<file path="src/hdl/backend_pkg.sv">
package backend_pkg;

	localparam int XLEN      = 32;
	localparam int NREG      = 32;
	localparam int RAM_WORDS = 64;
	localparam int REG_AW    = $clog2(NREG);      // register number width
	localparam int RAM_AW    = $clog2(RAM_WORDS); // data memory word index
	localparam int IMM_W     = 12;

	typedef enum logic [3:0] {
		OP_NOP,
		OP_ADD,
		OP_SUB,
		OP_AND,
		OP_OR,
		OP_XOR,
		OP_SLL,
		OP_SRL,
		OP_ADDI,
		OP_LW,
		OP_SW
	} op_e;

	typedef enum logic [1:0] {
		WB_NONE,
		WB_ALU,
		WB_LSU
	} wb_sel_e;

	typedef struct packed {
		op_e              op;
		logic [REG_AW-1:0] rd;
		logic [REG_AW-1:0] rs1;
		logic [REG_AW-1:0] rs2;
		logic [IMM_W-1:0]  imm;
	} issue_t;

	typedef struct packed {
		logic              valid;
		op_e               op;
		wb_sel_e           wb_sel;
		logic [REG_AW-1:0] rd;
		logic [REG_AW-1:0] rs1;
		logic [REG_AW-1:0] rs2;
		logic [IMM_W-1:0]  imm;
	} ctrl_flow_t;

	// reg_data[0] is rs1, reg_data[1] is rs2 (store data)
	typedef struct packed {
		logic [1:0][XLEN-1:0] reg_data;
		logic [XLEN-1:0]      result;
	} data_flow_t;

	typedef struct packed {
		logic            psel;
		logic            penable;
		logic            pwrite;
		logic [XLEN-1:0] paddr;
		logic [XLEN-1:0] pwdata;
	} apb_req_t;

	typedef struct packed {
		logic [XLEN-1:0] prdata;
		logic            pready;
	} apb_resp_t;

endpackage
</file>
<file path="src/hdl/data_ram.sv">
`timescale 1ns/1ps

module data_ram import backend_pkg::*; (
	input  logic      clk,
	input  logic      rst_n,
	input  apb_req_t  apb_req_i,
	output apb_resp_t apb_resp_o
);

	logic [XLEN-1:0]   mem [RAM_WORDS];
	logic [1:0]        wait_cnt;
	logic [RAM_AW-1:0] idx;
	logic              access;
	logic              ready;

	assign idx    = apb_req_i.paddr[2 +: RAM_AW]; // wraps at 64 words
	assign access = apb_req_i.psel & apb_req_i.penable;
	// wait cycles set by address bits 3:2
	assign ready  = access && (wait_cnt == apb_req_i.paddr[3:2]);

	always_ff @(posedge clk) begin
		if (!rst_n) begin
			wait_cnt <= '0;
			for (int i = 0; i < RAM_WORDS; i++) begin
				mem[i] <= '0;
			end
		end else if (ready) begin
			wait_cnt <= '0;
			if (apb_req_i.pwrite) begin
				mem[idx] <= apb_req_i.pwdata;
			end
		end else if (access) begin
			wait_cnt <= wait_cnt + 2'd1;
		end else begin
			wait_cnt <= '0;
		end
	end

	assign apb_resp_o.pready = ready;
	assign apb_resp_o.prdata = (ready && !apb_req_i.pwrite) ? mem[idx] : '0;

endmodule

</file>
<file path="config.mk">
export PLATFORM = sky130hd
export DESIGN_NAME = data_ram
export DESIGN_NICKNAME = d
export VERILOG_FILES = /design/src/hdl/backend_pkg.sv /design/src/hdl/data_ram.sv
export SDC_FILE = /design/constraint.sdc
export NUM_CORES = 2
export LEC_CHECK = 0
export BUFFER_PORTS_ARGS = -buffer_cell sky130_fd_sc_hd__buf_2
export CAP_MARGIN = 20
export CORE_MARGIN = 2
export CORE_UTILIZATION = 28
export CTS_BUF_LIST = sky130_fd_sc_hd__clkbuf_8
export CTS_CLUSTER_DIAMETER = 120
export DETAILED_ROUTE_END_ITERATION = 10
export HOLD_SLACK_MARGIN = 0.02
export PLACE_DENSITY = 0.43
export SLEW_MARGIN = 20
export SYNTH_ARGS = -nofsm -noshare
export SYNTH_HDL_FRONTEND = slang
export SYNTH_SLANG_ARGS = --single-unit
</file>
<file path="constraint.sdc">
create_clock -name clk -period 9.71 [get_ports clk]
set_input_delay 1.942 -clock clk [delete_from_list [all_inputs] [get_ports clk]]
set_output_delay 1.942 -clock clk [all_outputs]
set_load 0.01 [all_outputs]
</file>
==> results.md <==
- Setup ws final: 1.74 ns
- Synth-to-layout area growth: 13.1%
- Filler instances: 33.2k
- Type of element launching the critical path: input port
- Vias in the first global route: 60.1k
- Slew Limit Fails: 0
- Multi-input gate area: 29,500 um2
- Async S/R FF share, synth: 0%
- Largest family of logic cells by synthesized area: simple AND/OR/NAND/NOR gates
- Post-CTS Setup Inserts: 0
- Worst Hold Class: reg2reg
- DRC: 0
- Worst skew pair latency: 1.05 ns
- Cell taking the most area after synthesis: edfxtp_1
- Synth top area cells: edfxtp_1, and2_1, a221oi_1
- Max Fanout on Critical Path: 30
- Worst Tran Pin Value: 1.17 ns
- LEAKAGE: ~37 nW
- Commonest non-fill, non-tap cell in the layout: edfxtp_1
- Min Tclk post-route: around 8 ns
- Mapped cell area: between 90,000 and 100,000 um2
- Sink Count: 2,050
- WL final: 363,000 um
- Port bufs: 75
- Fin Hold WS: 0.465 ns
- Dpl cells: 11.0k
- Post-synthesis compound-gate area fraction: 10.2%
- Max Cap Violations: 0
- Placed cell area: 99,300 um2
- Initial core utilization: 28.1%
- Post-Synthesis Cells: 7,041
- Final Total Pwr: between 15 and 20 mW
- Power per cell area: 180 nW/um2
- Avg Inst Size Synth: 13.3 um2
- Global-route wire length before repair: 501,000 um
- Final setup fails: 0
- Crit. End Element: output port
- Maximum clock insertion buffer count: 4
- Setup WS pre-CTS: roughly 1.8 ns
- Synth Net Count: 7,110
- # hold bufs at CTS: 0
- Synth Register Bits: 2,050
- Hold Vio Cnt, Final: 0
- CTS clock-pin slew for the worst setup and hold paths: roughly 0.050 ns
- Final std cells w/o fill: roughly 12k
- Unrepaired setup endpoints after global routing: no
- Die width: 582 um
- Gr usage total: 21.0%
- Sequential area share after synthesis: 65.7%
- Resized Gates After CTS: 0
- CTS tree: built
- F_max: 0.125 GHz
- Pin count of the biggest net entering global routing: 109
- Avg WL per Cell: just over 30 um
- Initial antenna violation count: 46
- Clk root buf: clkbuf_8
- Routed Antenna Nets: 0
- Synth Flop Type: edfxtp_1
- Final RePlAce weighted congestion: 0.826
- 1st-iter DRT viols: 6,226
- Core Area: 333,000 um2
- Post-route setup TNS: 0 ns
- YS warnings: 0
- Cell Rows: 212
- Post-synthesis cell type count: 62
- Pre-Repair DR Iteration Count: 6
- Critical Path RT: 7.77 ns
- DPL Wire Length: 209,000 um
- DIE AREA: around 340,000 um2
- TritonCTS buffer count: 376
- Worst vdd ir: just over 0.1 mV
- Via count: 60.3k
- Synth Area in Adders: 0%
- Commonest cells after routing, fill and taps aside: edfxtp_1, and2_1, a221oi_1
- Relative slew slack: 21.3%
- Status: finished clean
- H-tree levels: 5
- Final net count: between 7k and 8k
- Clock skew: around 0.05 ns
- Register area: 61,500 um2
- Vias per Instance: 5.17
- I/O pin count: 102
- Final core occ: 31.8%
- Post-synthesis mux area share: 3.96%
- Worst Path Arrival: 6.03 ns
- Final Cycle Share: 82.1%
- XOR/XNOR share of the synthesized area: 0.0281%
- Share of cells above drive strength 1: about 15%
- Design area: 106,000 um2
- Simple-gate share of the synthesized area: 16.1%
- Critical path class: in2out
- DIE HEIGHT: roughly 580 um
- Congestion Overflow GR: 0
- Synth top area share: 65.7%
- Post-synth EDFFs: 2,048
[layer usage]
layer	share of wire [%]	GRT usage (%)	up-vias
li1	-	-	26000
met1	43	28.3	31600
met2	47	33.6	2287
met3	6.8	3.59	475
met4	3.7	8.09	10
met5	0.019	0	-
[worst paths after layout]
path	endpoint	cells after the start	startpoint	slack (ns)
setup / recovery	apb_resp_o[20]	9	apb_req_i[34]	1.74
hold / removal	wait_cnt[0]$_SDFF_PP0_	1	wait_cnt[0]$_SDFF_PP0_	0.46
setup reg to reg	mem[28][16]$_SDFFCE_PN0P_	10	wait_cnt[1]$_SDFF_PP0_	5.90
hold reg to reg	wait_cnt[0]$_SDFF_PP0_	1	wait_cnt[0]$_SDFF_PP0_	0.46
[state kept, by name, indices dropped and copies added (netlist names)]
register and flops:
wait_cnt 2, mem 2048
[Yosys cell counts (all sizes together), types with 45 or more instances]
cell and n:
o21ai 239, o22ai 67, and3 75, a22oi 206, nor2 327, mux2 144, a221oi 467, edfxtp 2048
clkbuf 523, nor3 45, nand2 56, a21oi 191, buf 274, and2 1989, mux2i 139
[area by class of cell]
cell class | count | share of cell area (%)
Antenna cell | 66 | 0.156
Clock buffer | 379 | 4.93
Clock inverter | 255 | 1.12
Inverter | 6 | 0.0402
Multi-Input combinational cell | 4188 | 27.9
Sequential cell | 2050 | 58.1
Tap cell | 4387 | 5.18
Timing Repair Buffer | 345 | 2.58
[cells by family (layout without fill, tap and decap cells)]
| family | after synthesis | in the layout |
|---|---|---|
| simple gates | 2545 | 2545 |
| flops | 2050 | 2050 |
| compound gates | 1326 | 1326 |
| buf+inv | 803 | 985 |
| mux | 314 | 314 |
| xor+xnor | 3 | 3 |
| other cells | 0 | 66 |
[report_power, final]
part | leakage, nW | switching, mW | total [mW] | internal (mW)
Sequential | 20.7 | 0.0845 | 10.1 | 10.0
Combinational | 12.8 | 1.17 | 1.52 | 0.352
Clock | 3.84 | 3.78 | 7.47 | 3.69
Total | 37.3 | 5.03 | 19.1 | 14.1
[critical path: stages]
cell and delay (ns):
clkbuf_8 0.29, nor2_4 0.89, buf_4 0.45, buf_4 0.32, a221oi_1 0.12, a21oi_1 0.28, o21ai_0 0.38, a41oi_2 0.96
buf_2 0.28
(Power assumes the default switching activity.)
